## src/rtl/chess_ctrl_defines.svh

```systemverilog
`ifndef CHESS_CTRL_DEFINES_SVH
`define CHESS_CTRL_DEFINES_SVH

//==========================================================================
// bus and memory geometry
//==========================================================================
`define CC_DATA_W       32    // bus word
`define CC_ADDR_W       13    // word address, covers the whole RAM
`define CC_RAM_DEPTH    8192  // RAM entries

//==========================================================================
// address map
//==========================================================================
`define CC_CSR_WORDS    16    // 0..15 live in flops, never in RAM
`define CC_BOARD_LO     2     // board words 2..9, word 2 is the lsw
`define CC_COUNT_ADDR   16    // move count lands here
`define CC_LIST_BASE    17    // first move entry

// LMG FIFO layout
`define CC_SLOT_W       19    // top bit set means slot is empty/invalid
`define CC_SLOTS        8     // slots per fifo word
`define CC_FIFO_W       160
`define CC_MOVE_W       18    // move body without the invalid flag

// control word 0
`define CC_START_BIT    0
`define CC_DONE_BIT     1

`endif

```

## src/rtl/chess_ctrl_pkg.sv

```systemverilog
`include "chess_ctrl_defines.svh"

package chess_ctrl_pkg;

	typedef logic [`CC_ADDR_W-1:0]   bus_addr_t;
	typedef logic [`CC_DATA_W-1:0]   bus_data_t;
	typedef logic [8*`CC_DATA_W-1:0] board_t;      // words 2..9, word 2 at the bottom
	typedef logic [`CC_FIFO_W-1:0]   fifo_word_t;
	typedef logic [`CC_SLOT_W-1:0]   slot_t;       // msb is the invalid flag
	typedef logic [`CC_MOVE_W-1:0]   move_t;       // reformatted move
	typedef logic [7:0]              move_cnt_t;   // moves written this run

	typedef struct packed {
		logic      read;
		logic      write;
		bus_addr_t address;
		bus_data_t writedata;
	} bus_req_t;

	typedef struct packed {
		logic       en;
		logic [3:0] idx;   // register index 0..15
		bus_data_t  data;
	} csr_wr_t;

	typedef struct packed {
		logic      en;
		bus_addr_t addr;
		bus_data_t data;
	} ram_wr_t;

	// toward the LMG
	typedef struct packed {
		logic reset;   // single cycle
		logic rden;    // single cycle pop
	} lmg_ctrl_t;

	// from the LMG
	typedef struct packed {
		logic       done;        // level
		logic       empty;
		fifo_word_t fifo_word;   // valid from the cycle after rden
	} lmg_stat_t;

	typedef enum logic [2:0] {
		idle,
		reset_lmg,
		wait_done,
		pop,
		scan,
		write_count,
		write_term,
		finish
	} collect_state_e;

endpackage

```

## src/rtl/csr_bank.sv

```systemverilog
`include "chess_ctrl_defines.svh"

module csr_bank (
	input  logic                      clk,
	input  logic                      arst_n,
	input  chess_ctrl_pkg::csr_wr_t   csr_wr,
	input  logic [3:0]                rd_idx,      // index of this cycle's read
	input  logic                      list_done,   // pulse from the collector
	output chess_ctrl_pkg::bus_data_t csr_rdata,
	output logic                      start,
	output chess_ctrl_pkg::board_t    board
);

	localparam int BOARD_WORDS = $bits(chess_ctrl_pkg::board_t) / `CC_DATA_W;

	chess_ctrl_pkg::bus_data_t regs [`CC_CSR_WORDS];
	chess_ctrl_pkg::bus_data_t ctrl_next;   // word 0 after bus write and done update

	//==========================================================================
	// control word
	//==========================================================================
	always_comb begin
		ctrl_next = regs[0];
		if (csr_wr.en && csr_wr.idx == 4'd0) begin
			ctrl_next = csr_wr.data;
			ctrl_next[`CC_DONE_BIT] = regs[0][`CC_DONE_BIT]; // done is owned by hw
		end
		if (!ctrl_next[`CC_START_BIT]) begin
			ctrl_next[`CC_DONE_BIT] = 1'b0;   // no start, no done
		end else if (list_done) begin
			ctrl_next[`CC_DONE_BIT] = 1'b1;
		end
	end

	//==========================================================================
	// register file
	//==========================================================================
	always_ff @(posedge clk or negedge arst_n) begin
		if (!arst_n) begin
			for (int i = 0; i < `CC_CSR_WORDS; i++) begin
				regs[i] <= '0;
			end
		end else begin
			regs[0] <= ctrl_next;
			for (int i = 1; i < `CC_CSR_WORDS; i++) begin
				if (csr_wr.en && csr_wr.idx == 4'(i)) begin
					regs[i] <= csr_wr.data;
				end
			end
		end
	end

	// readback one cycle behind the index, old value on a same-cycle write
	always_ff @(posedge clk) begin
		csr_rdata <= regs[rd_idx];
	end

	assign start = regs[0][`CC_START_BIT];

	// board is words 2..9, lowest address in the lowest bits
	always_comb begin
		for (int w = 0; w < BOARD_WORDS; w++) begin
			board[w*`CC_DATA_W +: `CC_DATA_W] = regs[`CC_BOARD_LO + w];
		end
	end

endmodule

```

## config.mk

```make
export PLATFORM = sky130hd
export DESIGN_NAME = csr_bank
export DESIGN_NICKNAME = d
export VERILOG_FILES = /design/src/rtl/chess_ctrl_pkg.sv /design/src/rtl/csr_bank.sv
export VERILOG_INCLUDE_DIRS = /design/src /design/src/rtl
export SDC_FILE = /design/constraint.sdc
export NUM_CORES = 1
export LEC_CHECK = 0
export CORE_AREA = 2 2 262 290
export DETAILED_ROUTE_END_ITERATION = 10
export DIE_AREA = 0 0 264 292
export DONT_BUFFER_PORTS = 1
export GPL_ROUTABILITY_DRIVEN = 0
export HOLD_SLACK_MARGIN = 0.08
export SETUP_SLACK_MARGIN = 0.02
export SLEW_MARGIN = 20
export SYNTH_ARGS = -nofsm -noshare
export SYNTH_HDL_FRONTEND = slang
export SYNTH_SLANG_ARGS = --single-unit
```

## constraint.sdc

```tcl
create_clock -name clk -period 3.6 [get_ports clk]
set_clock_uncertainty 0.1 [all_clocks]
set_input_delay 0.54 -clock clk [delete_from_list [all_inputs] [get_ports clk]]
set_output_delay 0.54 -clock clk [all_outputs]
set_load 0.01 [all_outputs]
```

Word level (Yosys, flattened, before mapping)
Index checks and enable logic that the tools add are counted.
- output and inout port bits: 289
- register bits: 544
- word-level logic and storage cells: 60
- reductions and logical operators: 17
- bitwise operators: 1
- mux-type cells: 6
- equal/unequal tests: 16
- magnitude comparators: 1
- operators with widths (kind ; count):
    $bmux 32 s4 ; 1
    $mux 32 ; 2
    $eq 4x4->1 const B ; 8
    $eq 4x3->1 const B ; 4
    $logic_and 1x1->1 ; 16
    $eq 4x2->1 const B ; 2
    $ge 5x5->1 const B ; 1
    $not 4->5 ; 1
    $eq 4x1->1 const B ; 1
    $logic_not 4->1 ; 1
    $mux 1 ; 3
    $ne 2x2->1 const B ; 1

Logic depth before layout (Yosys ltp)
Gate-level depths: netlist (run 1).
- depth after elaboration: 4
- gate-level depth with buffers: 5
- depth with buffers taken out: 3

Least setup slack after synthesis (run 1)
OpenSTA, ideal clock, no wires.
- path type: input-to-reg
- start: input rd_idx[0]
- end: register csr_rdata[11]
- cell stages on the path: 5
- arrival time: 1.833 ns
- slack: 1.547 ns
- path buffers: 2
- setup time: 0.120 ns
- required time: 3.380 ns
- cells stage by stage: buf_2 -> buf_2 -> mux4_2 -> a22oi_1 -> nand2_1
- cells in the longest elaborated chain, start to end: 4
- RTL lines (item ; line ; RTL):
    start: declaration ; csr_bank.sv:7 ; input logic [3:0] rd_idx,
    $not 4->5 (implied by the code) ; csr_bank.sv:55 ; csr_rdata <= regs[rd_idx];
    $bmux 32 s4 ; csr_bank.sv:55 ;
    $mux 32 (implied by the code) (2 in a row) ; csr_bank.sv:55 ;
    end signal: assignment ; csr_bank.sv:55 ;
    end: declaration ; csr_bank.sv:9 ; output chess_ctrl_pkg::bus_data_t csr_rdata,
Every way passes these cells. The select of a mux whose other input is x is not followed.
A chain may end at the register's enable or synchronous reset.

Final worst setup path (run 1)
- start: input csr_wr[34] (netlist bit)
- end: register regs[490] (netlist bit)
- cells in the longest elaborated chain, start to end: 2
- RTL lines (item ; line ; RTL):
    start: declaration ; csr_bank.sv:6 ; input chess_ctrl_pkg::csr_wr_t csr_wr,
    $logic_not 4->1 ; csr_bank.sv:24 ; if (csr_wr.en && csr_wr.idx == 4'd0) begin
    $logic_and 1x1->1 ; csr_bank.sv:24 ;
    end signal: indexed assignment ; csr_bank.sv:47 ; regs[i] <= csr_wr.data;
    end: declaration ; csr_bank.sv:16 ; chess_ctrl_pkg::bus_data_t regs [`CC_CSR_WORDS];
Every way passes these cells.

==> results of run 1 <==
flip-flops by register name, indices dropped and copies added (netlist names):
register   flops
csr_rdata     32
regs         255
start          1
board        256
per-layer routing:
layer / GRT usage [%] / vias up / wire [um] / share of wire, %
li1: - / 5371 / - / -
met1: 21.1 / 7144 / 27000 / 38
met2: 32.6 / 356 / 36900 / 52
met3: 5.94 / 96 / 5270 / 7.4
met4: 4.93 / 0 / 1680 / 2.4
met5: 0 / - / 0 / 0
where the power goes:
group	switching (mW)	internal, mW	total (mW)
logic	0.799	1.76	2.56
clock network	2.53	3.68	6.21
registers	1.66	7.55	9.21
total	4.99	13.0	18.0
metrics by stage:
| step | total power [mW] | worst slack (ns) |
|---|---|---|
| after floorplan | 11.8 | 1.55 |
| after global placement | 11.6 | 1.09 |
| after detailed placement | 11.8 | 1.07 |
| after CTS | 18.2 | 1.37 |
| after global routing | 18.7 | 1.15 |
| final | 18.0 | 1.35 |
final cells by class:
| cell class | instances | area, um2 | share of cell area [%] |
|---|---|---|---|
| sequential | 544 | 13500 | 49.7 |
| antenna | 4 | 10.0 | 0.0370 |
| multi-input combinational | 769 | 9740 | 36.0 |
| timing repair buffer | 58 | 656 | 2.42 |
| clock buffer | 93 | 1740 | 6.44 |
| clock inverter | 17 | 264 | 0.975 |
| tap | 963 | 1200 | 4.45 |
synth_stat cells:
cell      number  area [um2]
dfrtp_1      512       12800
mux2_2       444        5000
buf_4        259        1940
mux4_2       128        2880
clkbuf_1      67         251
a22oi_1       64         480
mux2_4        60         901
buf_2         49         245
nand2_1       35         131
dfxtp_1       32         641
nor2_1        13        48.8
buf_12         6         120
mux2_1         6        67.6
or2_1          3        18.8
or2_2          3        18.8
buf_6          2        22.5
nand2b_1       2        12.5
nand3_1        2        10.0
nand3b_1       2        15.0
nor2b_1        2        12.5
a21oi_1        1        5.00
and2_1         1        6.26
buf_1          1        3.75
nor3b_1        1        7.51
o21ai_0        1        5.00
or3b_1         1        8.76
worst max path at each step:
stage               startpoint             to  slack [ns]  depth (start not counted)
floorplan            rd_idx[0]  csr_rdata[11]        1.55                          5
detailed placement  csr_wr[34]     board[222]        1.07                          4
CTS                 csr_wr[34]      regs[483]        1.37                          5
global route        csr_wr[34]      regs[483]        1.15                          5
finish              csr_wr[34]      regs[490]        1.35                          5
global placement    csr_wr[34]      regs[133]        1.09                          4
kinds of logic after synthesis:
family | Yosys count | share of synthesized area, %
muxes | 638 | 34.5
DFF | 544 | 52.4
buffers and inverters | 384 | 10.1
AOI/OAI and AO/OA | 66 | 1.91
and+or+nand+nor | 65 | 1.13
==> run_results.csv, run 1 <==
group,metric,value,unit
status,status,"finished, violations left",
status,violations,"negative hold slack, max-slew violations",
clock_network,post_cts_buffers,0,
power,p_per_area,664,nW/um2
critical_path,worstPathMaxFanout,16,
die,fp.coreArea,74100,um2
clock_network,cts_tree,"yes",
timing,max_freq,445,MHz
timing,slew_viol_final,365,
clock_network,cts.repair.resized,0,
clock_network,cts_max_level,2,
global_routing,grt_overflow,0,
critical_path,reg2reg_to,"csr_rdata[0]",
global_routing,grt_pass1_wl,104,mm
logic_synthesis,netlist_area,25700,um2
place,io_buffers,0,
detailed_routing,drtPass1Iterations,5,
logic_synthesis,synth-seq-cells,544,
critical_path,worst-r2r-cell-count,3,
clock_network,clk_pin_slew,0.06,ns
timing,fin_crit_sh,62.5,%
timing,rsz0062_at_grt,"no",
flow_run,cap_violations,0,
final_layout,layout.cells.non_filler,2448,
critical_path,reg2reg_from,"board[192]",
die,die_y,292,um
die,die_x,264,um
timing,tns,0,ns
final_layout,layout_commonest_cell,"dfrtp_1",
die,start_util,34.6,%
timing,min_period,2.25,ns
logic_synthesis,ys_warn_count,0,
place,place_inst,2296,
global_routing,grt_max_degree,513,
global_routing,track_usage,18.3,%
final_layout,nFillCells,7051,
final_layout,fin_nets,1475,
critical_path,critical_path_required,3.99,ns
logic_synthesis,syn_inst,1697,
die,num_rows,105,
critical_path,slowest_delay,0.55,ns
detailed_routing,wire_per_inst,28.9,um
critical_path,worstSetupEndpointType,"flop",
power,ir_drop,0.483,mV
final_layout,areaGrowthSynthToFinish,5.44,%
timing,worst_slew_pin_slew,3.12,ns
logic_synthesis,seq_area_frac_synth,52.4,%
critical_path,r2r_setup_slack,1.87,ns
clock_network,cts-hold-fix-buffers,38,
global_routing,grt_pass1_vias,14200,
critical_path,path_class,"primary input to flop",
power,p_leak,11.5,nW
logic_synthesis,syn_avg_cell_area,15.1,um2
final_layout,fin_area,27100,um2
place,place_hpwl,45.0,mm
detailed_routing,first_iter_violations,832,
critical_path,cp_slowest_cell,"dlygate4sd3_1",
clock_network,cts_root_buffer,"clkbuf_16",
timing,max-slew-margin-rel,-108,%
detailed_routing,drc,0,
place,placed_cell_area,24700,um2
detailed_routing,via_per_inst,5.30,
logic_synthesis,syn_nets,1741,
die,ios,333,
worst_hold_path,hold_path.class,"primary input to async pin",
clock_network,clock_latency,0.64,ns
die,die_area,77100,um2
timing,hold_violations,216,
critical_path,worst-path-buf-inv,2,
clock_network,clock_path_buffers,3,
final_layout,fin_util,36.5,%
detailed_routing,drt-total-wl,70.9,mm
critical_path,start_kind,"primary input",
final_layout,layout_common_cells,"dfrtp_1, mux2_2, mux4_2",
global_routing,antenna_found_initial,5,
timing,setup_viol,0,
critical_path,path_cells,"dlygate4sd3_1 > nor3b_1 > nand2_2 > buf_4 > mux2_2",
critical_path,crit_arrival,2.64,ns
final_layout,drive_gt1_share,51.5,%
clock_network,cts_buffers,58,
detailed_routing,antenna_left,0,
detailed_routing,num_vias,13000,
clock_network,cts.sinks,544,
critical_path,critPathTopFamily,"buffers and inverters",
timing,hold_slack,-0.374,ns
logic_synthesis,ys_types,26,
Note: power is estimated with default switching activity, not from simulation.
==> inputs of run 2 (changes only) <==
==> constraint.sdc (replaced) <==
create_clock -name clk -period 1.94 [get_ports clk]
set_clock_uncertainty 0.1 [all_clocks]
set_input_delay 0.291 -clock clk [delete_from_list [all_inputs] [get_ports clk]]
set_output_delay 0.291 -clock clk [all_outputs]
set_load 0.01 [all_outputs]
==> run 2 against run 1 <==
Effect of this change: the flow finishes with violations (negative hold slack, negative setup slack); via count increased by 1.7%; critical path depth increased by 1; sequential share of layout area fell by 1.5 points; critical path type unchanged.
==> run_results.csv, run 2 (synthesis gave the netlist of run 1 again) <==
group,metric,value,unit
timing,min_period,1.95,ns
die,die_y,292,um
global_routing,grt_max_degree,513,
final_layout,fin_nets,1524,
global_routing,grt_pass1_wl,102,mm
place,place_ws,0.103,ns
critical_path,reg2reg_from,"regs[19]",
timing,max-slew-margin-rel,29.5,%
die,num_rows,105,
critical_path,r2r_setup_slack,0.09,ns
timing,worst_slew_pin_slew,1.06,ns
die,die_x,264,um
critical_path,worst-r2r-cell-count,4,
clock_network,cts_buffers,60,
die,ios,333,
clock_network,clock_latency,0.63,ns
power,p_leak,11.9,nW
place,io_buffers,0,
critical_path,worstPathMaxFanout,20,
detailed_routing,via_per_inst,5.28,
final_layout,layout_commonest_cell,"dfrtp_1",
die,start_util,34.6,%
final_layout,largest_reg_flops,256,
die,fp.coreArea,74100,um2
clock_network,clock_path_buffers,3,
critical_path,critical_path_required,2.34,ns
die,die_area,77100,um2
timing,rsz0062_at_grt,"no",
critical_path,crit_arrival,2.35,ns
final_layout,layout_common_cells,"dfrtp_1, mux2_2, mux4_2",
detailed_routing,first_iter_violations,716,
global_routing,track_usage,17.8,%
global_routing,grt_overflow,0,
status,violations,"negative hold slack, negative setup slack",
clock_network,cts_root_buffer,"clkbuf_16",
worst_hold_path,hold_path.class,"primary input to async pin",
timing,hold_violations,177,
power,ir_drop,0.810,mV
timing,setup_ws,-0.00543,ns
timing,tns,-0.00543,ns
final_layout,fin_area,27900,um2
detailed_routing,drt-total-wl,69.3,mm
final_layout,areaGrowthSynthToFinish,8.62,%
global_routing,antenna_found_initial,3,
clock_network,clk_pin_slew,0.06,ns
clock_network,cts.sinks,544,
timing,slew_viol_final,0,
critical_path,reg2reg_to,"csr_rdata[19]",
final_layout,drive_gt1_share,53.1,%
clock_network,cts_max_level,2,
place,placed_cell_area,25100,um2
critical_path,path_class,"primary input to flop",
timing,max_freq,514,MHz
power,total_power,34.3,mW
critical_path,start_kind,"primary input",
timing,fin_crit_sh,100,%
critical_path,worstSetupEndpointType,"flop",
status,status,"finished, violations left",
power,p_per_area,1230,nW/um2
detailed_routing,wire_per_inst,27.8,um
detailed_routing,antenna_left,0,
timing,hold_slack,-0.720,ns
detailed_routing,drtPass1Iterations,4,
flow_run,cap_violations,0,
clock_network,cts_tree,"yes",
place,place_hpwl,44.4,mm
detailed_routing,drc,0,
global_routing,grt_pass1_vias,14400,
detailed_routing,num_vias,13200,
timing,setup_viol,1,
==> run 2: what timing repair did <==
item	CTS	global route
buffers inserted	0	1
hold endpoints to repair	1056	198
endpoints found under the setup margin	0	6
hold buffers	51	2
resized for setup	0	5
==> run 2: how the worst max path moves through the flow <==
| stage | from | endpoint | slack, ns | cells after the start |
|---|---|---|---|---|
| floorplan | rd_idx[0] | csr_rdata[11] | 0.14 | 5 |
| global route | regs[28] | csr_rdata[28] | 0.02 | 4 |
| CTS | regs[28] | csr_rdata[28] | 0.07 | 4 |
| finish | rd_idx[3] | csr_rdata[27] | -0.005 | 6 |
| detailed placement | csr_wr[35] | board[16] | 0.10 | 4 |
| global placement | csr_wr[35] | board[15] | 0.10 | 4 |
==> run 2: area by class of cell <==
type                            instances  area (um2)
Timing Repair Buffer                  105        1330
Multi-Input combinational cell        769        9760
Tap cell                              963        1200
Antenna cell                            2        5.00
Sequential cell                       544       13500
Clock inverter                         30         415
Fill cell                            6912       46200
Clock buffer                           82        1710
==> run 2: layer usage <==
metal	vias up	part of all wire (%)	GRT usage [%]
met4	0	3.0	5.56
met3	111	7.7	5.95
met2	395	50	30.3
met5	-	0	0
met1	7197	39	21.3
li1	5480	-	-
==> run 2: through the flow <==
| step | utilization, % | hold WS (ns) | std cells |
|---|---|---|---|
| 3_5_place_dp | 33.9 | -0.0698 | 2325 |
| 5_1_grt | 37.6 | -0.754 | 2494 |
| 2_1_floorplan | - | -0.105 | 1697 |
| 4_1_cts | 37.5 | -0.747 | 2488 |
| 6_report | 37.6 | -0.720 | 2495 |
| 3_3_place_gp | 33.9 | -0.0677 | 2325 |
==> run 2: critical path: stages <==
cell and delay [ns]:
dlygate4sd3_1 0.67, nor2_4 0.05, dlygate4sd3_1 0.59, buf_12 0.17, a22oi_1 0.41, nand2_1 0.11
==> run 2: power breakdown <==
part | leakage [nW] | internal [mW] | total, mW | switching, mW
logic | 4.26 | 3.45 | 5.23 | 1.78
clock network | 1.04 | 7.28 | 12.1 | 4.82
registers | 6.55 | 14.0 | 16.9 | 2.93
