## src/rtl/chess_ctrl_defines.svh

```systemverilog
`ifndef CHESS_CTRL_DEFINES_SVH
`define CHESS_CTRL_DEFINES_SVH

//==========================================================================
// bus and memory geometry
//==========================================================================
`define CC_DATA_W       32    // bus word
`define CC_ADDR_W       13    // word address, covers the whole RAM
`define CC_RAM_DEPTH    8192  // RAM entries

//==========================================================================
// address map
//==========================================================================
`define CC_CSR_WORDS    16    // 0..15 live in flops, never in RAM
`define CC_BOARD_LO     2     // board words 2..9, word 2 is the lsw
`define CC_COUNT_ADDR   16    // move count lands here
`define CC_LIST_BASE    17    // first move entry

// LMG FIFO layout
`define CC_SLOT_W       19    // top bit set means slot is empty/invalid
`define CC_SLOTS        8     // slots per fifo word
`define CC_FIFO_W       160
`define CC_MOVE_W       18    // move body without the invalid flag

// control word 0
`define CC_START_BIT    0
`define CC_DONE_BIT     1

`endif

```

## src/rtl/chess_ctrl_pkg.sv

```systemverilog
`include "chess_ctrl_defines.svh"

package chess_ctrl_pkg;

	typedef logic [`CC_ADDR_W-1:0]   bus_addr_t;
	typedef logic [`CC_DATA_W-1:0]   bus_data_t;
	typedef logic [8*`CC_DATA_W-1:0] board_t;      // words 2..9, word 2 at the bottom
	typedef logic [`CC_FIFO_W-1:0]   fifo_word_t;
	typedef logic [`CC_SLOT_W-1:0]   slot_t;       // msb is the invalid flag
	typedef logic [`CC_MOVE_W-1:0]   move_t;       // reformatted move
	typedef logic [7:0]              move_cnt_t;   // moves written this run

	typedef struct packed {
		logic      read;
		logic      write;
		bus_addr_t address;
		bus_data_t writedata;
	} bus_req_t;

	typedef struct packed {
		logic       en;
		logic [3:0] idx;   // register index 0..15
		bus_data_t  data;
	} csr_wr_t;

	typedef struct packed {
		logic      en;
		bus_addr_t addr;
		bus_data_t data;
	} ram_wr_t;

	// toward the LMG
	typedef struct packed {
		logic reset;   // single cycle
		logic rden;    // single cycle pop
	} lmg_ctrl_t;

	// from the LMG
	typedef struct packed {
		logic       done;        // level
		logic       empty;
		fifo_word_t fifo_word;   // valid from the cycle after rden
	} lmg_stat_t;

	typedef enum logic [2:0] {
		idle,
		reset_lmg,
		wait_done,
		pop,
		scan,
		write_count,
		write_term,
		finish
	} collect_state_e;

endpackage

```

## src/rtl/move_collector.sv

```systemverilog
`include "chess_ctrl_defines.svh"

module move_collector (
	input  logic                      clk,
	input  logic                      arst_n,
	input  logic                      start,      // level from control word 0
	input  chess_ctrl_pkg::lmg_stat_t lmg_stat,
	output chess_ctrl_pkg::lmg_ctrl_t lmg_ctrl,
	output chess_ctrl_pkg::ram_wr_t   ram_wr,
	output logic                      list_done   // one cycle, list is complete
);

	localparam int IDX_W = $clog2(`CC_SLOTS);

	chess_ctrl_pkg::collect_state_e state;
	chess_ctrl_pkg::collect_state_e state_next;

	logic                      start_q;     // start delayed for edge detect
	logic                      start_rise;
	logic [IDX_W-1:0]          slot_idx;    // slot being scanned
	logic                      last_slot;
	chess_ctrl_pkg::move_cnt_t count;       // valid moves written so far
	chess_ctrl_pkg::slot_t     slot;
	logic                      slot_ok;
	chess_ctrl_pkg::bus_addr_t list_addr;   // next free list entry

	// square halves swap, from/to kept in the same order
	function automatic chess_ctrl_pkg::move_t reformat(input chess_ctrl_pkg::slot_t s);
		return {s[17:12], s[8:6], s[11:9], s[2:0], s[5:3]};
	endfunction

	assign start_rise = start && !start_q;
	assign last_slot  = slot_idx == IDX_W'(`CC_SLOTS - 1);
	assign slot       = lmg_stat.fifo_word[slot_idx*`CC_SLOT_W +: `CC_SLOT_W];
	assign slot_ok    = !slot[`CC_SLOT_W-1];   // invalid flag clear
	assign list_addr  = chess_ctrl_pkg::bus_addr_t'(`CC_LIST_BASE)
		+ chess_ctrl_pkg::bus_addr_t'(count);

	//==========================================================================
	// sequencer
	//==========================================================================
	always_comb begin
		state_next = state;
		case (state)
			chess_ctrl_pkg::idle: begin
				if (start_rise) begin
					state_next = chess_ctrl_pkg::reset_lmg;
				end
			end
			chess_ctrl_pkg::reset_lmg: state_next = chess_ctrl_pkg::wait_done;
			chess_ctrl_pkg::wait_done: begin
				if (lmg_stat.done) begin
					state_next = chess_ctrl_pkg::pop;
				end
			end
			chess_ctrl_pkg::pop: state_next = chess_ctrl_pkg::scan; // word shows up next cycle
			chess_ctrl_pkg::scan: begin
				if (last_slot) begin   // empty is only looked at after slot 7
					state_next = lmg_stat.empty ? chess_ctrl_pkg::write_count
						: chess_ctrl_pkg::pop;
				end
			end
			chess_ctrl_pkg::write_count: state_next = chess_ctrl_pkg::write_term;
			chess_ctrl_pkg::write_term:  state_next = chess_ctrl_pkg::finish;
			chess_ctrl_pkg::finish:      state_next = chess_ctrl_pkg::idle;
			default:                     state_next = chess_ctrl_pkg::idle;
		endcase
		if (!start) begin
			state_next = chess_ctrl_pkg::idle;   // abort from anywhere
		end
	end

	always_ff @(posedge clk or negedge arst_n) begin
		if (!arst_n) begin
			state    <= chess_ctrl_pkg::idle;
			start_q  <= 1'b0;
			slot_idx <= '0;
			count    <= '0;
		end else begin
			state   <= state_next;
			start_q <= start;

			if (state == chess_ctrl_pkg::pop) begin
				slot_idx <= '0;
			end else if (state == chess_ctrl_pkg::scan) begin
				slot_idx <= slot_idx + 1'b1;   // wraps to 0 after slot 7
			end

			if (start_rise) begin
				count <= '0;   // fresh list on every new start
			end else if (state == chess_ctrl_pkg::scan && slot_ok) begin
				count <= count + 1'b1;
			end
		end
	end

	//==========================================================================
	// outputs, decoded from state
	//==========================================================================
	always_comb begin
		lmg_ctrl.reset = state == chess_ctrl_pkg::reset_lmg;
		lmg_ctrl.rden  = state == chess_ctrl_pkg::pop;
		list_done      = state == chess_ctrl_pkg::finish;

		ram_wr.en   = 1'b0;
		ram_wr.addr = list_addr;
		ram_wr.data = chess_ctrl_pkg::bus_data_t'(reformat(slot));   // zero extended
		case (state)
			chess_ctrl_pkg::scan: ram_wr.en = slot_ok;   // invalid slots skipped
			chess_ctrl_pkg::write_count: begin
				ram_wr.en   = 1'b1;
				ram_wr.addr = chess_ctrl_pkg::bus_addr_t'(`CC_COUNT_ADDR);
				ram_wr.data = chess_ctrl_pkg::bus_data_t'(count);
			end
			chess_ctrl_pkg::write_term: begin
				ram_wr.en   = 1'b1;   // terminator right after the last move
				ram_wr.data = '0;
			end
			default: ram_wr.en = 1'b0;
		endcase
	end

endmodule

```

## config.mk

```make
export PLATFORM = sky130hd
export DESIGN_NAME = move_collector
export DESIGN_NICKNAME = d
export VERILOG_FILES = /design/src/rtl/chess_ctrl_pkg.sv /design/src/rtl/move_collector.sv
export VERILOG_INCLUDE_DIRS = /design/src /design/src/rtl
export SDC_FILE = /design/constraint.sdc
export NUM_CORES = 1
export LEC_CHECK = 0
export ABC_AREA = 1
export BUFFER_PORTS_ARGS = -buffer_cell sky130_fd_sc_hd__buf_4
export CELL_PAD_IN_SITES_DETAIL_PLACEMENT = 1
export CELL_PAD_IN_SITES_GLOBAL_PLACEMENT = 2
export CORE_UTILIZATION = 16
export CTS_BUF_LIST = sky130_fd_sc_hd__clkbuf_8
export CTS_CLUSTER_DIAMETER = 120
export DETAILED_ROUTE_END_ITERATION = 8
export PLACE_DENSITY_LB_ADDON = 0.1
export SYNTH_ARGS = -nofsm -noshare
export SYNTH_HDL_FRONTEND = slang
export SYNTH_SLANG_ARGS = --single-unit
export TNS_END_PERCENT = 1
```

## constraint.sdc

```tcl
create_clock -name clk -period 1.64 [get_ports clk]
set_clock_uncertainty 0.1 [all_clocks]
set_input_delay 0.246 -clock clk [delete_from_list [all_inputs] [get_ports clk]]
set_output_delay 0.246 -clock clk [all_outputs]
set_load 0.1 [all_outputs]
```

Yosys cells after proc, flatten, opt, wreduce, memory -nomap -nowiden

Index checks and enable logic that the tools add are counted.

Output and inout bits: 49
Logic and storage cells: 42
Bits in registers: 15

Equality and inequality tests: 11
Multipliers: 1
Reduce and logical (&&, ||, !) cells: 9
Add/sub/neg operators: 3
Mux-type cells: 13
Shift-type cells: 1

Operators by type and width:

| cell                | count |
|---|---|
| $shiftx 160x9->19   | 1 |
| $pmux 18 s2         | 1 |
| $pmux 3 s8          | 1 |
| $mux 3              | 7 |
| $mux 8              | 2 |
| $eq 3x3->1 const B  | 5 |
| $add 5x8->9 const A | 1 |
| $mux 9              | 1 |
| $ne 3x3->1 const B  | 3 |
| $add 8x1->8 const B | 1 |
| $mul 3x5->8 const B | 1 |
| $eq 3x2->1 const B  | 2 |
| $reduce_bool 2->1   | 2 |
| $add 3x1->3 const B | 1 |
| $eq 3x1->1 const B  | 1 |
| $logic_not 3->1     | 1 |
| $reduce_and 3->1    | 1 |
| $logic_and 1x1->1   | 2 |
| $logic_not 1->1     | 2 |
| $pmux 1 s2          | 1 |
| $reduce_or 2->1     | 1 |

Longest topological paths before layout

Gate-level depths: netlist of the first run.

Word-level depth: 6
Mapped depth: 9
Depth with buffers taken out: 9

Worst setup path before layout of the first run

No wires, ideal clock.

Path kind: register to output
From: register count[0]
To: output port ram_wr[40] (netlist name)
Data arrival time: 2.951 ns
Path slack: -1.657 ns
Data required time: 1.294 ns
Buffers on the path: 0
Stages on the path, launching flop included: 7
Cell sequence: dfrtp_1 > ha_1 > nand3_1 > inv_1 > or2_2 > nand2_1 > nor3_1

RTL lines:

| what                   | RTL line             | text |
|---|---|---|
| from (decl)            | move_collector.sv:22 | `chess_ctrl_pkg::move_cnt_t count;` |
| from (signal assigned) | move_collector.sv:92 | `count <= count + 1'b1;` |
| to (decl)              | move_collector.sv:9  | `output chess_ctrl_pkg::ram_wr_t ram_wr,` |

==> flow_summary.json, run 1 <==
{
  "outcome": "complete, but fails checks",
  "failed_checks": "negative setup slack",
  "grt_start_max_net_pins": 34,
  "p_per_area_mw_per_mm2": 1670,
  "start_util_pct": 16.46,
  "port_buffers": 187,
  "dp_cells": 899,
  "synthAdderAreaFrac_pct": 1.431,
  "diodes": 0,
  "dpl.hpwl_um": 12050,
  "area_growth_pct": 108.7,
  "ys_seq_area_share_pct": 14.31,
  "cts_sinks": 15,
  "root_buffer": "clkbuf_8",
  "viasPerCell": 4.429,
  "hold_path.class": "input port to flip-flop",
  "drcViolationCount": 0,
  "avgSynthCellArea_um2": 5.524,
  "synth_area_leaders": "nor2_1 20%, dfrtp_1 14%, o21ai_0 11%",
  "fin_nets": 869,
  "cts_tree": "built",
  "rows": 46,
  "timing.final.ws_setup_ns": -0.5346,
  "num_vias": 4057,
  "final_util_pct": 34.35,
  "drt-total-wl_um": 15110,
  "synth-xor-area-share_pct": 0.6676,
  "synth_seq_cells": 15,
  "synth_top_family_by_area": "simple AND/OR/NAND/NOR gates",
  "max_freq_mhz": 459.9,
  "clk_latency_ns": 0.26,
  "grt_pass1_vias": 4110,
  "routedWlPerCell_um": 16.49,
  "synth_area_mm2": 0.002624,
  "gp_congestion": 0.7952,
  "synth_edf_count": 0,
  "yosysUniqueCellTypes": 30,
  "synth_most_common_cell": "nor2_1",
  "setup_viol_count_final": 36,
  "synth_simple_gate_area_share_pct": 41.63,
  "period_minus_slack_ns": 2.175,
  "criticalPathCategory": "flip-flop to primary output",
  "fin_crit_sh_pct": 132.6,
  "max-vdd-ir-drop_mv": 1.018,
  "track_usage_pct": 17.08,
  "worstPathArrival_ns": 1.83,
  "synth_cells": 475,
  "yosys-top-cells-count": "138 x nor2_1, 77 x nand2_1, 59 x o21ai_0",
  "path_max_fanout": 14,
  "yosys.area.top_type": "nor2_1",
  "drive_gt1_share_pct": 47.86,
  "synth_warnings": 0,
  "synth_ff_type": "dfrtp_1",
  "die_area_mm2": 0.01691,
  "fill_cells": 2017,
  "grt_pass1_wl_um": 22290,
  "pre_cts_slack_ns": -0.3614,
  "rsz0062_at_grt": "yes",
  "drt_iter0_drc": 116,
  "slew_viol_final": 0,
  "core_area_mm2": 0.01594,
  "synth-async-reset-ratio_pct": 100.0,
  "io_pins": 214,
  "synth_top_area_share_pct": 19.74,
  "maxCapViolCount": 0,
  "p_leak_nw": 2.644,
  "antenna_found_initial": 0,
  "hold_path_depth": 1,
  "worst_setup_path_end_kind": "primary output",
  "die_y_um": 130.1,
  "ant_nets": 0,
  "synth_compound_area_share_pct": 25.94,
  "startpoint_type": "flip-flop",
  "instances_no_fill": 916,
  "reg2reg_depth": 12,
  "grt.overflow.total": 0,
  "crit_required_ns": 1.29,
  "cts_buffers": 3,
  "cts_buffer_depth": 2,
  "clk_pin_slew_ns": 0.08,
  "dr.pass1.iters": 4,
  "finalPower_mw": 9.144,
  "synth_mux_area_share_pct": 0,
  "die_x_um": 130.1,
  "htree_num_levels": 1,
  "hold_viol_final": 0
}
==> routing by layer <==
layer,up-vias,share of wire (%),global-route usage [%]
met2,122,53,32.45
met3,4,5.0,1.599
met4,0,0.23,1.436
met1,1935,42,21.39
li1,1996,-,-
met5,-,0,0
==> sequential cells by signal, indices dropped and copies added (netlist names) <==
register  count
count         8
slot_idx      3
start_q       1
state         3
==> final timing paths <==
kind,from,end,slack (ns)
max in group asynchronous,arst_n,count[1]$_DFFE_PN0P_,0.95
min in group asynchronous,arst_n,start_q$_DFF_PN0_,0.28
setup reg to reg,slot_idx[0]$_DFFE_PN0P_,count[4]$_DFFE_PN0P_,-0.15
hold reg to reg,state[0]$_DFFE_PN0P_,state[0]$_DFFE_PN0P_,0.43
setup / recovery,slot_idx[0]$_DFFE_PN0P_,ram_wr[17],-0.53
hold / removal,start,start_q$_DFF_PN0_,0.04
==> timing repair <==
action                     CTS  global route
pin swaps                    4            21
setup endpoints to repair   42            42
buffers inserted             0             8
cloned                       1             4
hold endpoints to repair    15             0
hold buffers                 1             0
resized for setup           85            68
==> placed cells by master (no fill, tap or decap), types with 3 or more instances in the layout <==
cell and count:
o22ai_1 9, nand2_1 66, o211ai_1 26, buf_8 3, clkbuf_8 3, buf_4 201
buf_6 9, ha_2 3, o21ai_1 23, o21ai_0 53, a21oi_1 3, clkbuf_16 3
dfrtp_2 4, nor2_2 15, dfrtp_1 11, inv_2 7, buf_12 36, o21ai_2 3
nor3_4 3, nor2_4 14, nand2_2 11, nand3_2 8, inv_1 13, conb_1 18
nor2_1 111, nand3_1 25
==> cell families after synthesis <==
logic type / after synthesis
AND/OR/NAND/NOR: 262
buffers and inverters: 72
XOR/XNOR: 2
adder cells (fa/ha/maj): 3
AO/OA/AOI/OAI: 120
flip-flops: 15
other: 1
==> final cells by class <==
| class | instances | area (um2) | share of cell area, % |
|---|---|---|---|
| clock inverters | 1 | 5.005 | 0.09139 |
| flip-flops and latches | 15 | 380.4 | 6.945 |
| inverters | 22 | 98.84 | 1.805 |
| clock buffers | 3 | 41.29 | 0.7539 |
| multi-input cells | 405 | 2192 | 40.03 |
| repair buffers | 254 | 2489 | 45.44 |
| well taps | 216 | 270.3 | 4.935 |
==> per-stage QoR <==
stage                     instance area [um2]  TNS, ns  hold slack [ns]
after floorplan                          2839   -9.300          -0.1496
after global placement                   4649   -7.409          0.02875
after detailed placement                 4649   -8.436          0.02624
after CTS                                5064   -13.74          0.03735
after global routing                     5477   -16.38          0.03871
final                                    5477   -12.70          0.03894
==> report_power, final <==
part	total, mW	leakage [nW]	internal, mW	switching (mW)
clock network	0.323	0.0255	0.169	0.155
registers	0.530	0.194	0.443	0.0870
logic	8.29	2.42	3.19	5.10
total	9.14	2.64	3.80	5.34
==> worst max-delay path, stage by stage (launching register included) <==
cell and delay (ns):
dfrtp_2 0.43, buf_12 0.15, buf_12 0.12, clkbuf_16 0.16, nor2_1 0.12, nor2_1 0.05, o21ai_1 0.07, o211ai_1 0.09
nand2_1 0.15, nor2_4 0.04, buf_6 0.18
Note: power is estimated with default switching activity, not from simulation.
==> inputs of run 2 (changes only) <==
PLACE_DENSITY_LB_ADDON = 0.25   (was 0.1)
==> flow_summary.json, run 2 (synthesis gave the netlist of run 1 again) <==
{
  "rsz0062_at_grt": "yes",
  "p_leak_nw": 2.698,
  "area_growth_pct": 111.8,
  "fill_cells": 2045,
  "die_y_um": 130.1,
  "pre_cts_slack_ns": -0.3768,
  "cp_common_cell": "buf_12",
  "failed_checks": "negative setup slack",
  "clk_pin_slew_ns": 0.07,
  "htree_num_levels": 1,
  "critPathMaxStageDelay_ns": 0.48,
  "cp_cell_sequence": "buf_6 -> clkinv_8 -> buf_12 -> nor2_1 -> o211ai_1 -> nand2_1 -> nor2_4 -> buf_12",
  "cts_buffers": 3,
  "root_buffer": "clkbuf_8",
  "dp_cells": 905,
  "regArea_um2": 379.1,
  "final_common_cell": "buf_4",
  "grt_pass1_vias": 4324,
  "crit_path_top_delay_cell": "dfrtp_2",
  "hold_path.class": "input port to flip-flop",
  "die_x_um": 130.1,
  "gp_congestion": 0.7933,
  "startpoint_type": "flip-flop",
  "outcome": "complete, but fails checks",
  "criticalPathCategory": "flip-flop to primary output",
  "drcViolationCount": 0,
  "diodes": 0,
  "period_minus_slack_ns": 2.207,
  "num_vias": 4121,
  "cts_sinks": 15,
  "track_usage_pct": 17.16,
  "grt_start_max_net_pins": 28,
  "core_area_mm2": 0.01594,
  "cts_buffer_depth": 2,
  "routedWlPerCell_um": 16.56,
  "die_area_mm2": 0.01691,
  "drt_iter0_drc": 110,
  "largest_register_ffs": 8,
  "crit_required_ns": 1.29,
  "ant_nets": 0,
  "slew_viol_final": 0,
  "fin_crit_sh_pct": 134.5,
  "layout_common_cells": "211 x buf_4, 108 x nor2_1, 67 x nand2_1",
  "viasPerCell": 4.446,
  "io_pins": 214,
  "maxCapViolCount": 0,
  "rows": 46,
  "fin_nets": 880,
  "max-vdd-ir-drop_mv": 0.9060,
  "start_util_pct": 16.46,
  "clk_latency_ns": 0.25,
  "final_util_pct": 34.85,
  "path_max_fanout": 9,
  "top_register": "count",
  "setup_viol_count_final": 39,
  "timing.final.ws_setup_ns": -0.5665,
  "worst_setup_path_end_kind": "primary output",
  "p_per_area_mw_per_mm2": 1687,
  "dpl.hpwl_um": 12030,
  "reg_top3": "count (8), slot_idx (3), state (3)",
  "multi_input_area_mm2": 0.002182,
  "hold_viol_final": 0,
  "instances_no_fill": 927,
  "grt.overflow.total": 0,
  "drive_gt1_share_pct": 47.68,
  "max_freq_mhz": 453.2,
  "grt_pass1_wl_um": 22710,
  "port_buffers": 187,
  "antenna_found_initial": 0,
  "dr.pass1.iters": 4,
  "drt-total-wl_um": 15350,
  "cts_tree": "built",
  "worstPathArrival_ns": 1.86
}
run 2: changes by cell type in the layout (fill, tap and decap cells not counted), sizes merged:
| cell | change |
|---|---|
| clkbuf | +1 |
| buf | +10 |
run 2: metal layers:
metal	track usage, %	wire length, um	vias to the layer above
li1	-	-	2021
met1	21.83	6377	1973
met2	32.42	8082	125
met3	1.271	874	2
met4	1.436	19	0
met5	0	0	-
run 2: power breakdown:
group / leakage (nW) / total, mW / internal [mW] / switching (mW)
clock: 0.0269 / 0.319 / 0.166 / 0.153
combinational: 2.48 / 8.50 / 3.36 / 5.14
sequential: 0.195 / 0.552 / 0.441 / 0.111
run 2: what timing repair did:
item	in CTS	in global routing
pin swaps	10	26
cloned	2	4
resized for setup	104	55
buffers inserted	5	8
hold endpoints to repair	15	0
endpoints found under the setup margin	39	42
hold buffers	1	0
run 2: worst paths after layout:
kind	cells past startpoint	startpoint	to	slack [ns]
setup / recovery	8	slot_idx[0]$_DFFE_PN0P_	ram_wr[12]	-0.57
hold / removal	1	start	start_q$_DFF_PN0_	0.04
setup reg to reg	12	slot_idx[0]$_DFFE_PN0P_	count[0]$_DFFE_PN0P_	-0.18
hold reg to reg	1	state[0]$_DFFE_PN0P_	state[0]$_DFFE_PN0P_	0.42
max in group asynchronous	2	arst_n	slot_idx[1]$_DFFE_PN0P_	0.93
min in group asynchronous	2	arst_n	start_q$_DFF_PN0_	0.29
run 2: final cells by class:
cell class                      instances  share of cell area, %
Timing Repair Buffer                  265                  46.52
Clock buffer                            3                 0.7431
Inverter                               22                  1.711
Tap cell                              216                  4.864
Clock inverter                          1                0.06755
Multi-Input combinational cell        405                  39.27
Sequential cell                        15                  6.823
run 2: per-stage QoR:
| stage | hold slack (ns) | TNS, ns | total power, mW | cell area [um2] |
|---|---|---|---|---|
| 6_report | 0.04361 | -13.66 | 9.374 | 5557 |
| 5_1_grt | 0.05052 | -17.38 | 9.911 | 5557 |
| 3_5_place_dp | 0.02908 | -8.039 | 7.157 | 4720 |
| 3_3_place_gp | 0.02751 | -7.405 | 7.088 | 4720 |
| 4_1_cts | 0.03626 | -13.56 | 8.804 | 5278 |
| 2_1_floorplan | -0.1496 | -9.300 | 5.397 | 2839 |
run 2: worst max-delay path: cells and delay by family, from the launching register on:
family | cells | cell delay (ns)
buffers and inverters | 4 | 0.54
flip-flops | 1 | 0.48
AND/OR/NAND/NOR | 3 | 0.30
AO/OA/AOI/OAI | 1 | 0.29
==> inputs of run 3 (changes only) <==
ABC_AREA = not set   (was 1)
CORE_UTILIZATION = 18   (was 16)
PLACE_DENSITY = 0.81   (was not set)
PLACE_DENSITY_LB_ADDON = not set   (was 0.25)
==> flow_summary.json, run 3 <==
{
  "multi_input_area_mm2": 0.002167,
  "synth_top_area_share_pct": 35.98,
  "cts_tree": "built",
  "synth_area_leaders": "mux4_2 36%, dfrtp_1 16%, mux2i_1 7.8%",
  "worstPathArrival_ns": 2.39,
  "top_register": "count",
  "timing.final.ws_setup_ns": -0.6740,
  "clk_pin_slew_ns": 0.06,
  "track_usage_pct": 14.73,
  "regArea_um2": 384.1,
  "worst_setup_path_end_kind": "flip-flop",
  "max_slew.worst_pin.slew_ns": 0.6836,
  "rrSetupSlack_ns": -0.67,
  "grt_start_max_net_pins": 39,
  "die_area_mm2": 0.01332,
  "ys_seq_area_share_pct": 16.21,
  "setup_viol_count_final": 37,
  "period_minus_slack_ns": 2.314,
  "hp-start": "start",
  "avgSynthCellArea_um2": 10.20,
  "synth_compound_area_share_pct": 8.536,
  "relSlewSlack_pct": 54.34,
  "grt_pass1_vias": 3039,
  "synth_ff_type": "dfrtp_1",
  "r2r_end": "count[5]$_DFFE_PN0P_",
  "yosys.area.top_type": "mux4_2",
  "startpoint_type": "flip-flop",
  "ant_nets": 0,
  "grt_pass1_wl_um": 15150,
  "fin_crit_sh_pct": 141.1,
  "drt-total-wl_um": 10140,
  "dr.pass1.iters": 4,
  "io_pins": 214,
  "cts_sinks": 15,
  "area_growth_pct": 115.1,
  "reg2reg_depth": 5,
  "synth_warnings": 0,
  "cts_buffers": 3,
  "die_x_um": 115.4,
  "yosysUniqueCellTypes": 36,
  "synth_seq_cells": 15,
  "diodes": 0,
  "core_area_mm2": 0.01257,
  "hold_path.class": "input port to flip-flop",
  "finalPower_mw": 6.646,
  "p_leak_nw": 2.113,
  "fill_cells": 1395,
  "yosys-top-cells-count": "37 x mux4_2, 21 x nor2_1, 19 x buf_4",
  "largest_register_ffs": 8,
  "synthAdderAreaFrac_pct": 1.621,
  "max-vdd-ir-drop_mv": 0.8107,
  "tns_ns": -18.75,
  "hold_slack_ns": 0.05598,
  "synth_cells": 227,
  "drt_iter0_drc": 53,
  "port_buffers": 187,
  "fin_nets": 610,
  "synth_edf_count": 0,
  "maxCapViolCount": 0,
  "hold_viol_final": 0,
  "dpl.hpwl_um": 8444,
  "drive_gt1_share_pct": 77.55,
  "start_util_pct": 18.43,
  "synth_area_mm2": 0.002316,
  "synth_most_common_cell": "mux4_2",
  "r2r_start": "slot_idx[2]$_DFFE_PN0P_",
  "slew_viol_final": 0,
  "pre_cts_slack_ns": -0.7162,
  "die_y_um": 115.4,
  "synth_top_family_by_area": "multiplexers",
  "rsz0062_at_grt": "yes",
  "gp_congestion": 0.7543,
  "p_per_area_mw_per_mm2": 1334,
  "viasPerCell": 4.429,
  "reg_top3": "count (8), slot_idx (3), state (3)",
  "cts_buffer_depth": 2,
  "outcome": "complete, but fails checks",
  "criticalPathCategory": "flip-flop to flip-flop",
  "drcViolationCount": 0,
  "path_max_fanout": 6,
  "routedWlPerCell_um": 16.54,
  "antenna_found_initial": 0,
  "crit_required_ns": 1.71,
  "hold_path_depth": 1,
  "synth-xor-area-share_pct": 2.269,
  "synth-async-reset-ratio_pct": 100.0,
  "rows": 41,
  "max_freq_mhz": 432.2,
  "clk_latency_ns": 0.24,
  "grt.overflow.total": 0,
  "htree_num_levels": 1,
  "final_util_pct": 39.64,
  "root_buffer": "clkbuf_8",
  "whs_endpoint": "start_q$_DFF_PN0_",
  "synth_simple_gate_area_share_pct": 14.42,
  "final_common_cell": "buf_4",
  "crit_start": "slot_idx[2]$_DFFE_PN0P_",
  "synth_mux_area_share_pct": 46.35,
  "num_vias": 2715,
  "failed_checks": "negative setup slack",
  "layout_common_cells": "196 x buf_4, 37 x mux4_2, 28 x buf_12"
}
run 3: worst max-delay path by stage:
stage	endpoint	slack [ns]	cells after the start
5_1_grt	ram_wr[5]	-0.76	6
6_report	count[5]$_DFFE_PN0P_	-0.67	5
2_1_floorplan	ram_wr[45]	-0.72	5
4_1_cts	ram_wr[5]	-0.70	6
3_3_place_gp	ram_wr[45]	-0.59	4
3_5_place_dp	count[5]$_DFFE_PN0P_	-0.72	4
run 3: through the flow:
stage               cell area (um2)  instances
finish                         4982        613
global route                   4982        613
CTS                            4942        613
detailed placement             4414        604
global placement               4414        604
floorplan                      2670        244
run 3: where the power goes:
part | switching, mW | internal [mW]
Combinational | 3.36 | 2.52
Sequential | 0.0621 | 0.408
Clock | 0.132 | 0.166
Total | 3.55 | 3.09
run 3: worst max-delay path, stage by stage, from the launching register on:
cell and delay, ns:
dfrtp_2 0.46, mux2_4 0.31, mux4_2 0.55, buf_4 0.19, or4_4 0.48, a21oi_2 0.15
run 3: cell type report:
class / instances / share of cell area [%]
multi-input cells: 187 / 43.50
repair buffers: 235 / 43.57
clock buffers: 3 / 0.8287
clock inverters: 1 / 0.07534
flip-flops and latches: 15 / 7.710
well taps: 172 / 4.319
run 3: routing by layer:
layer	up-vias	GRT usage, %	share of wire [%]
met5	-	0	0
met3	8	2.563	6.4
li1	1260	-	-
met1	1331	16.63	36
met2	116	29.06	57
met4	0	2.165	0.98
run 3: repair_timing:
item	in CTS	in global routing
hold endpoints to repair	15	0
hold buffers	1	0
setup endpoints to repair	42	42
resized for setup	102	13
buffers inserted	3	0
cloned	1	0
pin swaps	18	1
run 3: cells by family (layout without fill, tap and decap cells):
logic type,Yosys count,count (layout)
AO/OA/AOI/OAI,35,35
XOR/XNOR,6,6
adder cells (fa/ha/maj),3,3
buffers and inverters,42,239
flip-flops,15,15
multiplexers,60,60
other,1,18
AND/OR/NAND/NOR,65,65
